## src/design/cpu_defs.svh

```systemverilog
`ifndef CPU_DEFS_SVH
`define CPU_DEFS_SVH

// CSR addresses decoded by the CSR block
`define CSR_ADDR_ERA        14'd6
`define CSR_ADDR_EENTRY     14'd12
`define CSR_ADDR_TLBRENTRY  14'd136

// General register file geometry
`define GPR_COUNT           32
`define GPR_READ_PORTS      4

// Low bits of the entry CSRs that always read as zero
`define ENTRY_ALIGN_BITS    6

`endif

```

## src/design/cpu_pkg.sv

```systemverilog
package cpu_pkg;

    // Data or address word
    typedef logic [31:0] word_t;

    // General register number
    typedef logic [4:0] reg_addr_t;

    // CSR address space
    typedef logic [13:0] csr_addr_t;

    // Debug write enable, one bit per byte lane in the trace format;
    // only bit 0 is ever set by this core
    typedef logic [3:0] dbg_wen_t;

endpackage

```

## src/design/commit_top.sv

```systemverilog
`timescale 1ns/1ps
`include "cpu_defs.svh"

module commit_top (
    input  logic               clk,
    input  logic               reset_i,

    // Writeback lane 0
    input  logic               wb_valid_0_i,
    input  logic               wb_we_0_i,
    input  cpu_pkg::word_t     wb_pc_0_i,
    input  cpu_pkg::reg_addr_t wb_waddr_0_i,
    input  cpu_pkg::word_t     wb_wdata_0_i,

    // Writeback lane 1
    input  logic               wb_valid_1_i,
    input  logic               wb_we_1_i,
    input  cpu_pkg::word_t     wb_pc_1_i,
    input  cpu_pkg::reg_addr_t wb_waddr_1_i,
    input  cpu_pkg::word_t     wb_wdata_1_i,

    // Register reads for issue
    input  cpu_pkg::reg_addr_t rd_addr_0_i,
    input  cpu_pkg::reg_addr_t rd_addr_1_i,
    input  cpu_pkg::reg_addr_t rd_addr_2_i,
    input  cpu_pkg::reg_addr_t rd_addr_3_i,
    output cpu_pkg::word_t     rd_data_0_o,
    output cpu_pkg::word_t     rd_data_1_o,
    output cpu_pkg::word_t     rd_data_2_o,
    output cpu_pkg::word_t     rd_data_3_o,

    // CSR access
    input  logic               csr_we_i,
    input  cpu_pkg::csr_addr_t csr_waddr_i,
    input  cpu_pkg::word_t     csr_wdata_i,
    input  cpu_pkg::csr_addr_t csr_raddr_i,
    output cpu_pkg::word_t     csr_rdata_o,

    // Redirect requests
    input  logic               branch_0_i,
    input  cpu_pkg::word_t     branch_target_0_i,
    input  logic               branch_1_i,
    input  cpu_pkg::word_t     branch_target_1_i,
    input  logic               excp_i,
    input  logic               excp_tlbrefill_i,
    input  cpu_pkg::word_t     excp_pc_i,
    input  logic               ertn_i,

    output logic               flush_o,
    output cpu_pkg::word_t     next_pc_o,

    // Commit trace
    output cpu_pkg::word_t     debug0_wb_pc_o,
    output cpu_pkg::dbg_wen_t  debug0_wb_rf_wen_o,
    output cpu_pkg::reg_addr_t debug0_wb_rf_wnum_o,
    output cpu_pkg::word_t     debug0_wb_rf_wdata_o,
    output cpu_pkg::word_t     debug1_wb_pc_o,
    output cpu_pkg::dbg_wen_t  debug1_wb_rf_wen_o,
    output cpu_pkg::reg_addr_t debug1_wb_rf_wnum_o,
    output cpu_pkg::word_t     debug1_wb_rf_wdata_o
);
    import cpu_pkg::*;

    // CSR block to redirect unit
    word_t eentry;
    word_t tlbrentry;
    word_t era;

    gpr_file #(
        .READ_PORTS(`GPR_READ_PORTS)
    ) u_gpr_file (
        .clk      (clk),
        .reset_i  (reset_i),
        .wen_0_i  (wb_valid_0_i & wb_we_0_i),
        .waddr_0_i(wb_waddr_0_i),
        .wdata_0_i(wb_wdata_0_i),
        .wen_1_i  (wb_valid_1_i & wb_we_1_i),
        .waddr_1_i(wb_waddr_1_i),
        .wdata_1_i(wb_wdata_1_i),
        .raddr_0_i(rd_addr_0_i),
        .raddr_1_i(rd_addr_1_i),
        .raddr_2_i(rd_addr_2_i),
        .raddr_3_i(rd_addr_3_i),
        .rdata_0_o(rd_data_0_o),
        .rdata_1_o(rd_data_1_o),
        .rdata_2_o(rd_data_2_o),
        .rdata_3_o(rd_data_3_o)
    );

    redirect_csr u_redirect_csr (
        .clk        (clk),
        .reset_i    (reset_i),
        .csr_we_i   (csr_we_i),
        .csr_waddr_i(csr_waddr_i),
        .csr_wdata_i(csr_wdata_i),
        .csr_raddr_i(csr_raddr_i),
        .csr_rdata_o(csr_rdata_o),
        .excp_i     (excp_i),
        .excp_pc_i  (excp_pc_i),
        .eentry_o   (eentry),
        .tlbrentry_o(tlbrentry),
        .era_o      (era)
    );

    redirect_unit u_redirect_unit (
        .clk              (clk),
        .reset_i          (reset_i),
        .branch_0_i       (branch_0_i),
        .branch_target_0_i(branch_target_0_i),
        .branch_1_i       (branch_1_i),
        .branch_target_1_i(branch_target_1_i),
        .excp_i           (excp_i),
        .excp_tlbrefill_i (excp_tlbrefill_i),
        .ertn_i           (ertn_i),
        .eentry_i         (eentry),
        .tlbrentry_i      (tlbrentry),
        .era_i            (era),
        .flush_o          (flush_o),
        .next_pc_o        (next_pc_o)
    );

    commit_trace u_commit_trace (
        .clk                 (clk),
        .reset_i             (reset_i),
        .valid_0_i           (wb_valid_0_i),
        .we_0_i              (wb_we_0_i),
        .pc_0_i              (wb_pc_0_i),
        .waddr_0_i           (wb_waddr_0_i),
        .wdata_0_i           (wb_wdata_0_i),
        .valid_1_i           (wb_valid_1_i),
        .we_1_i              (wb_we_1_i),
        .pc_1_i              (wb_pc_1_i),
        .waddr_1_i           (wb_waddr_1_i),
        .wdata_1_i           (wb_wdata_1_i),
        .debug0_wb_pc_o      (debug0_wb_pc_o),
        .debug0_wb_rf_wen_o  (debug0_wb_rf_wen_o),
        .debug0_wb_rf_wnum_o (debug0_wb_rf_wnum_o),
        .debug0_wb_rf_wdata_o(debug0_wb_rf_wdata_o),
        .debug1_wb_pc_o      (debug1_wb_pc_o),
        .debug1_wb_rf_wen_o  (debug1_wb_rf_wen_o),
        .debug1_wb_rf_wnum_o (debug1_wb_rf_wnum_o),
        .debug1_wb_rf_wdata_o(debug1_wb_rf_wdata_o)
    );

endmodule

```

## src/design/commit_trace.sv

```systemverilog
`timescale 1ns/1ps

module commit_trace (
    input  logic               clk,
    input  logic               reset_i,

    // Lane 0 commit
    input  logic               valid_0_i,
    input  logic               we_0_i,
    input  cpu_pkg::word_t     pc_0_i,
    input  cpu_pkg::reg_addr_t waddr_0_i,
    input  cpu_pkg::word_t     wdata_0_i,

    // Lane 1 commit
    input  logic               valid_1_i,
    input  logic               we_1_i,
    input  cpu_pkg::word_t     pc_1_i,
    input  cpu_pkg::reg_addr_t waddr_1_i,
    input  cpu_pkg::word_t     wdata_1_i,

    // Trace outputs for the external comparator
    output cpu_pkg::word_t     debug0_wb_pc_o,
    output cpu_pkg::dbg_wen_t  debug0_wb_rf_wen_o,
    output cpu_pkg::reg_addr_t debug0_wb_rf_wnum_o,
    output cpu_pkg::word_t     debug0_wb_rf_wdata_o,
    output cpu_pkg::word_t     debug1_wb_pc_o,
    output cpu_pkg::dbg_wen_t  debug1_wb_rf_wen_o,
    output cpu_pkg::reg_addr_t debug1_wb_rf_wnum_o,
    output cpu_pkg::word_t     debug1_wb_rf_wdata_o
);
    import cpu_pkg::*;

    dbg_wen_t wen_0;
    dbg_wen_t wen_1;

    // Only bit 0 carries the lane's write
    assign wen_0 = {3'b000, valid_0_i & we_0_i};
    assign wen_1 = {3'b000, valid_1_i & we_1_i};

    always_ff @(posedge clk) begin
        if (reset_i) begin
            debug0_wb_pc_o       <= '0;
            debug0_wb_rf_wen_o   <= '0;
            debug0_wb_rf_wnum_o  <= '0;
            debug0_wb_rf_wdata_o <= '0;
            debug1_wb_pc_o       <= '0;
            debug1_wb_rf_wen_o   <= '0;
            debug1_wb_rf_wnum_o  <= '0;
            debug1_wb_rf_wdata_o <= '0;
        end else begin
            debug0_wb_pc_o       <= pc_0_i;
            debug0_wb_rf_wen_o   <= wen_0;
            debug0_wb_rf_wnum_o  <= waddr_0_i;
            debug0_wb_rf_wdata_o <= wdata_0_i;
            debug1_wb_pc_o       <= pc_1_i;
            debug1_wb_rf_wen_o   <= wen_1;
            debug1_wb_rf_wnum_o  <= waddr_1_i;
            debug1_wb_rf_wdata_o <= wdata_1_i;
        end
    end

endmodule

```

## src/design/gpr_file.sv

```systemverilog
`timescale 1ns/1ps
`include "cpu_defs.svh"

module gpr_file #(
    parameter int READ_PORTS = `GPR_READ_PORTS
) (
    input  logic               clk,
    input  logic               reset_i,

    // Write lanes, lane 1 is the younger instruction
    input  logic               wen_0_i,
    input  cpu_pkg::reg_addr_t waddr_0_i,
    input  cpu_pkg::word_t     wdata_0_i,
    input  logic               wen_1_i,
    input  cpu_pkg::reg_addr_t waddr_1_i,
    input  cpu_pkg::word_t     wdata_1_i,

    // Read ports
    input  cpu_pkg::reg_addr_t raddr_0_i,
    input  cpu_pkg::reg_addr_t raddr_1_i,
    input  cpu_pkg::reg_addr_t raddr_2_i,
    input  cpu_pkg::reg_addr_t raddr_3_i,
    output cpu_pkg::word_t     rdata_0_o,
    output cpu_pkg::word_t     rdata_1_o,
    output cpu_pkg::word_t     rdata_2_o,
    output cpu_pkg::word_t     rdata_3_o
);
    import cpu_pkg::*;

    word_t     regs [`GPR_COUNT];
    reg_addr_t raddr [READ_PORTS];
    word_t     rdata [READ_PORTS];

    // Lane 1 is applied last so it wins a same-register collision
    always_ff @(posedge clk) begin
        if (reset_i) begin
            for (int i = 0; i < `GPR_COUNT; i++) begin
                regs[i] <= '0;
            end
        end else begin
            if (wen_0_i && (waddr_0_i != '0)) begin
                regs[waddr_0_i] <= wdata_0_i;
            end
            if (wen_1_i && (waddr_1_i != '0)) begin
                regs[waddr_1_i] <= wdata_1_i;
            end
        end
    end

    assign raddr[0] = raddr_0_i;
    assign raddr[1] = raddr_1_i;
    assign raddr[2] = raddr_2_i;
    assign raddr[3] = raddr_3_i;

    // No write-through, a write shows up one cycle later
    for (genvar g = 0; g < READ_PORTS; g++) begin : g_read
        assign rdata[g] = (raddr[g] == '0) ? '0 : regs[raddr[g]];
    end

    assign rdata_0_o = rdata[0];
    assign rdata_1_o = rdata[1];
    assign rdata_2_o = rdata[2];
    assign rdata_3_o = rdata[3];

endmodule

```

## src/design/redirect_csr.sv

```systemverilog
`timescale 1ns/1ps
`include "cpu_defs.svh"

module redirect_csr (
    input  logic               clk,
    input  logic               reset_i,

    // Software access
    input  logic               csr_we_i,
    input  cpu_pkg::csr_addr_t csr_waddr_i,
    input  cpu_pkg::word_t     csr_wdata_i,
    input  cpu_pkg::csr_addr_t csr_raddr_i,
    output cpu_pkg::word_t     csr_rdata_o,

    // Exception capture
    input  logic               excp_i,
    input  cpu_pkg::word_t     excp_pc_i,

    // Current contents for the redirect unit
    output cpu_pkg::word_t     eentry_o,
    output cpu_pkg::word_t     tlbrentry_o,
    output cpu_pkg::word_t     era_o
);
    import cpu_pkg::*;

    word_t era_q;
    word_t eentry_q;
    word_t tlbrentry_q;

    // Entry points sit on a 64-byte boundary
    function automatic word_t entry_align(input word_t value);
        return {value[31:`ENTRY_ALIGN_BITS], {`ENTRY_ALIGN_BITS{1'b0}}};
    endfunction

    always_ff @(posedge clk) begin
        if (reset_i) begin
            era_q       <= '0;
            eentry_q    <= '0;
            tlbrentry_q <= '0;
        end else begin
            if (csr_we_i) begin
                case (csr_waddr_i)
                    `CSR_ADDR_ERA:       era_q       <= csr_wdata_i;
                    `CSR_ADDR_EENTRY:    eentry_q    <= entry_align(csr_wdata_i);
                    `CSR_ADDR_TLBRENTRY: tlbrentry_q <= entry_align(csr_wdata_i);
                    default: ;
                endcase
            end
            // Faulting PC overrides a software write to ERA in the same cycle
            if (excp_i) begin
                era_q <= excp_pc_i;
            end
        end
    end

    // Unknown addresses read as zero
    always_comb begin
        case (csr_raddr_i)
            `CSR_ADDR_ERA:       csr_rdata_o = era_q;
            `CSR_ADDR_EENTRY:    csr_rdata_o = eentry_q;
            `CSR_ADDR_TLBRENTRY: csr_rdata_o = tlbrentry_q;
            default:             csr_rdata_o = '0;
        endcase
    end

    assign eentry_o    = eentry_q;
    assign tlbrentry_o = tlbrentry_q;
    assign era_o       = era_q;

endmodule

```

## src/design/redirect_unit.sv

```systemverilog
`timescale 1ns/1ps

module redirect_unit (
    input  logic           clk,
    input  logic           reset_i,

    // Redirect requests
    input  logic           branch_0_i,
    input  cpu_pkg::word_t branch_target_0_i,
    input  logic           branch_1_i,
    input  cpu_pkg::word_t branch_target_1_i,
    input  logic           excp_i,
    input  logic           excp_tlbrefill_i,
    input  logic           ertn_i,

    // CSR contents before this edge
    input  cpu_pkg::word_t eentry_i,
    input  cpu_pkg::word_t tlbrentry_i,
    input  cpu_pkg::word_t era_i,

    output logic           flush_o,
    output cpu_pkg::word_t next_pc_o
);
    import cpu_pkg::*;

    logic  redirect;
    word_t target;

    assign redirect = branch_0_i | branch_1_i | excp_i | ertn_i;

    // Older lane first, then exception, then return
    always_comb begin
        if (branch_0_i) begin
            target = branch_target_0_i;
        end else if (branch_1_i) begin
            target = branch_target_1_i;
        end else if (excp_i) begin
            target = excp_tlbrefill_i ? tlbrentry_i : eentry_i;
        end else if (ertn_i) begin
            target = era_i;
        end else begin
            target = '0;
        end
    end

    // next_pc_o keeps the last target between redirects
    always_ff @(posedge clk) begin
        if (reset_i) begin
            flush_o   <= 1'b0;
            next_pc_o <= '0;
        end else begin
            flush_o <= redirect;
            if (redirect) begin
                next_pc_o <= target;
            end
        end
    end

endmodule
```

## config.mk

```make
export PLATFORM = sky130hd
export DESIGN_NAME = commit_top
export DESIGN_NICKNAME = d
export VERILOG_FILES = /design/src/design/cpu_pkg.sv /design/src/design/commit_top.sv /design/src/design/commit_trace.sv /design/src/design/gpr_file.sv /design/src/design/redirect_csr.sv /design/src/design/redirect_unit.sv
export VERILOG_INCLUDE_DIRS = /design/src /design/src/design
export SDC_FILE = /design/constraint.sdc
export NUM_CORES = 2
export LEC_CHECK = 0
export CAP_MARGIN = 20
export CORE_UTILIZATION = 25
export DETAILED_ROUTE_END_ITERATION = 10
export DONT_BUFFER_PORTS = 1
export PLACE_DENSITY = 0.46
export SYNTH_ARGS = -nofsm -noshare
export SYNTH_HDL_FRONTEND = slang
export SYNTH_SLANG_ARGS = --single-unit
```

## constraint.sdc

```tcl
create_clock -name clk -period 3.8 [get_ports clk]
set_clock_uncertainty 0.15 [all_clocks]
set_input_delay 0.57 -clock clk [delete_from_list [all_inputs] [get_ports clk]]
set_output_delay 0.57 -clock clk [all_outputs]
set_load 0.1 [all_outputs]
```

==> impl_metrics.toml <==
[floorplanning]
start_util_pct = 25.2
die_area_um2 = 342000
chipHeight_um = 585
placement_rows = 213
floorplan.io_pins = 665
core-area_um2 = 338000
chipWidth_um = 585

[flow_run]
max_cap_violations = 0

[synthesis]
number_of_synthesis_warnings = 0
yosysSeqAreaShare_pct = 42.2
synth_largest_area_cell = "sky130_fd_sc_hd__edfxtp_1"
synth.avg_cell_area_um2 = 13.4
synth_enable_flop_cells = 1024
postSynthRegisterBits = 1281
synth_flop_cell = "sky130_fd_sc_hd__edfxtp_1"
top_post_synthesis_cells_by_area = "sky130_fd_sc_hd__edfxtp_1 (36%), sky130_fd_sc_hd__mux4_2 (24%), sky130_fd_sc_hd__a22o_1 (10%)"
syn_inst = 6352
syn-cell-area_um2 = 85000
share_of_the_synthesized_area_in_the_top_cell_type_pct = 36.2
yosysUniqueCellTypes = 50
postSynth.asyncResetShare_pct = 0

[timing]
grt_setup_unrepaired = "false"
final_hold_viol_count = 0
final-max-slew-violation-count = 44
fin_tns_setup_ps = -1370
maxSlewHeadroom_pct = -11.4
setup_ws_ps = -127
post-route-min-period_ps = 3930
timing.final.crit_share_pct = 103
timing.final.setup_violations = 35
worst_pin_slew_ps = 1670
max_clock_freq_mhz = 255

[placement]
post-dp-hpwl_um = 297000
pre_cts_setup_slack_ps = 129
portBuffers = 0
gp_congestion = 0.995

[routing]
routed_wl_um = 474000
drt-wirelength-per-cell_um = 41.4
drt_first_pass_iters = 8
drt-vias-per-instance = 6.27
antenna_violation_net_count_after_detailed_routing = 0
drc = 0
route.vias.total = 71824
drt_iter0_drc = 10464

[min_path]
holdPathEnd = "u_commit_trace.debug1_wb_rf_wdata_o[2]$_SDFF_PP0_"
hold_path_depth = 2
hp-class = "input port to flop"
holdCritStartpoint = "reset_i"

[critical_path]
regToRegSetupSlack_ps = 1020
endpoint_kind = "output pin"
setup.worst_path.start_class = "input port"
critPathRequiredTime_ps = 3080
r2r_start = "u_redirect_csr.eentry_o[19]$_SDFFE_PP0P_"
cp_max_fo = 289
crit_arrival_ps = 3210
worstSetupPathType = "input port to output pin"
worstRegToRegCells = 6
r2r_end = "u_redirect_unit.next_pc_o[19]$_SDFFE_PP0P_"

[clocking]
clk_transition_reported_paths_ps = 60
cts.htree.levels = 4
clockBufferDepth = 4
cts_sinks = 1281
tritoncts = "done"
cts-buffers-inserted = 165
clk-insertion-delay-late_ps = 850
master_cell_of_the_clock_root_buffer = "sky130_fd_sc_hd__clkbuf_16"

[run_status]
status = "finished, violations left"
violations = "max-slew violations, negative setup slack"

[power]
static-leakage-power_nw = 36.8
power_density_nw_per_um2 = 403
ir_worst_vdd_v = 0.000326
report.power.total_w = 0.0440

[global_routing]
grt_first_pass_wirelength_um = 628000
grt-ovfl-total = 0
first_global_vias = 68029
gr-usage-all-layers_pct = 26.5
antenna_found_initial = 62
grt_start_max_net_pins = 290

[layout]
n_fill_cell = 32890
final_nets = 7098
post-route-util_pct = 32.3
layout-area-overhead-vs-synth_pct = 28.3
drive_gt1_share_pct = 33.2
==> how the worst max path moves through the flow <==
stage	depth (start not counted)	from	end
after global placement	6	rd_addr_3_i[1]	rd_data_3_o[13]
final	4	rd_addr_0_i[2]	rd_data_0_o[30]
after floorplan	7	rd_addr_2_i[0]	rd_data_2_o[12]
after CTS	5	u_gpr_file.regs[18][14]$_DFFE_PP_	rd_data_0_o[14]
after global routing	4	u_gpr_file.regs[28][31]$_DFFE_PP_	rd_data_0_o[31]
after detailed placement	6	rd_addr_3_i[1]	rd_data_3_o[13]
==> power breakdown <==
group          switching (W)  internal (W)  total [W]
Sequential           0.00123        0.0159     0.0171
Clock                0.00697       0.00930     0.0163
Combinational        0.00620       0.00436     0.0106
==> Yosys cell counts (all sizes together), types with 32 or more instances <==
library cell / n
a21oi: 78
clkbuf: 598
a221oi: 120
nand3: 87
nor2: 108
inv: 32
nand2: 72
mux2: 154
a22oi: 140
nor2b: 315
a211oi: 154
nor3: 62
dfxtp: 257
a311oi: 160
edfxtp: 1024
mux4: 896
a22o: 992
o2111ai: 34
o21ai: 312
and2: 37
or3: 33
mux2i: 256
buf: 332
==> routing by layer <==
layer / GRT usage [%] / up-vias / wire length (µm)
met5: 0 / - / 99
met1: 33.0 / 37762 / 174000
li1: - / 27651 / -
met4: 11.0 / 16 / 25000
met2: 41.5 / 5496 / 213000
met3: 9.62 / 899 / 61900
==> cell usage in the layout, fill, tap and decap left out, types with 38 or more instances in the layout <==
master and count:
sky130_fd_sc_hd__mux2_2 154, sky130_fd_sc_hd__dfxtp_1 257, sky130_fd_sc_hd__a221oi_1 118, sky130_fd_sc_hd__a22oi_1 130, sky130_fd_sc_hd__o21ai_1 86, sky130_fd_sc_hd__nor2b_1 305
sky130_fd_sc_hd__edfxtp_1 1024, sky130_fd_sc_hd__mux4_2 896, sky130_fd_sc_hd__nand3_1 87, sky130_fd_sc_hd__conb_1 38, sky130_fd_sc_hd__o21ai_0 223, sky130_fd_sc_hd__nor3_4 54
sky130_fd_sc_hd__nand2_1 72, sky130_fd_sc_hd__buf_4 380, sky130_fd_sc_hd__a211oi_1 149, sky130_fd_sc_hd__clkbuf_16 176, sky130_fd_sc_hd__a21oi_1 78, sky130_fd_sc_hd__mux2i_1 256
sky130_fd_sc_hd__a311oi_4 128, sky130_fd_sc_hd__buf_12 306, sky130_fd_sc_hd__dlygate4sd3_1 441, sky130_fd_sc_hd__nor2_1 104, sky130_fd_sc_hd__a22o_1 992
==> registers in the layout, summed over array words and instances, names as in the netlist <==
name	flops
u_commit_trace.debug0_wb_rf_wdata_o	32
u_redirect_unit.flush_o	1
u_commit_trace.debug1_wb_rf_wnum_o	5
u_redirect_unit.next_pc_o	32
u_commit_trace.debug1_wb_pc_o	32
u_commit_trace.debug0_wb_pc_o	32
u_redirect_csr.eentry_o	26
u_commit_trace.debug1_wb_rf_wdata_o	32
u_gpr_file.regs	1024
u_redirect_csr.tlbrentry_o	26
u_commit_trace.debug0_wb_rf_wen_o	1
u_commit_trace.debug0_wb_rf_wnum_o	5
u_commit_trace.debug1_wb_rf_wen_o	1
u_redirect_csr.era_o	32
==> area by class of cell <==
type	instances	area (µm²)	share of cell area, %
timing repair buffer	1145	13900	12.7
tap	4515	5650	5.18
clock inverter	80	761	0.697
inverter	32	130	0.119
multi-input combinational	4147	48100	44.1
sequential	1281	35900	32.9
clock buffer	220	4610	4.22
antenna	28	70.1	0.0642
==> critical path: stages <==
cell and delay, ps:
sky130_fd_sc_hd__mux4_2 690, sky130_fd_sc_hd__a22oi_1 730, sky130_fd_sc_hd__a311oi_4 260, sky130_fd_sc_hd__buf_12 240
==> cell families (layout without fill, tap and decap cells) <==
kind of cell | count (synthesis) | after routing | synth area share [%]
AOI/OAI and AO/OA | 2042 | 2042 | 18.9
buffers and inverters | 962 | 1477 | 4.77
DFF | 1281 | 1281 | 42.2
muxes | 1306 | 1306 | 28.8
other | 1 | 66 | 0.00441
and+or+nand+nor | 760 | 761 | 5.31
==> repair_timing <==
item,CTS,global route
buffers inserted,0,5
gates resized for setup,14,28
hold endpoints to repair,1280,0
hold buffers,509,0
cloned,0,7
pin swaps,0,4
setup endpoints to repair,14,46
==> through the flow <==
stage          hold slack, ps  std cells  instance area [µm²]
3_3_place_gp              317      10596                97400
3_5_place_dp              326      10596                97400
5_1_grt                  37.1      11433               109000
4_1_cts                  2.13      11405               109000
2_1_floorplan             309       6389                86900
6_report                 37.8      11448               109000
Power figures use the tool's default switching activity.
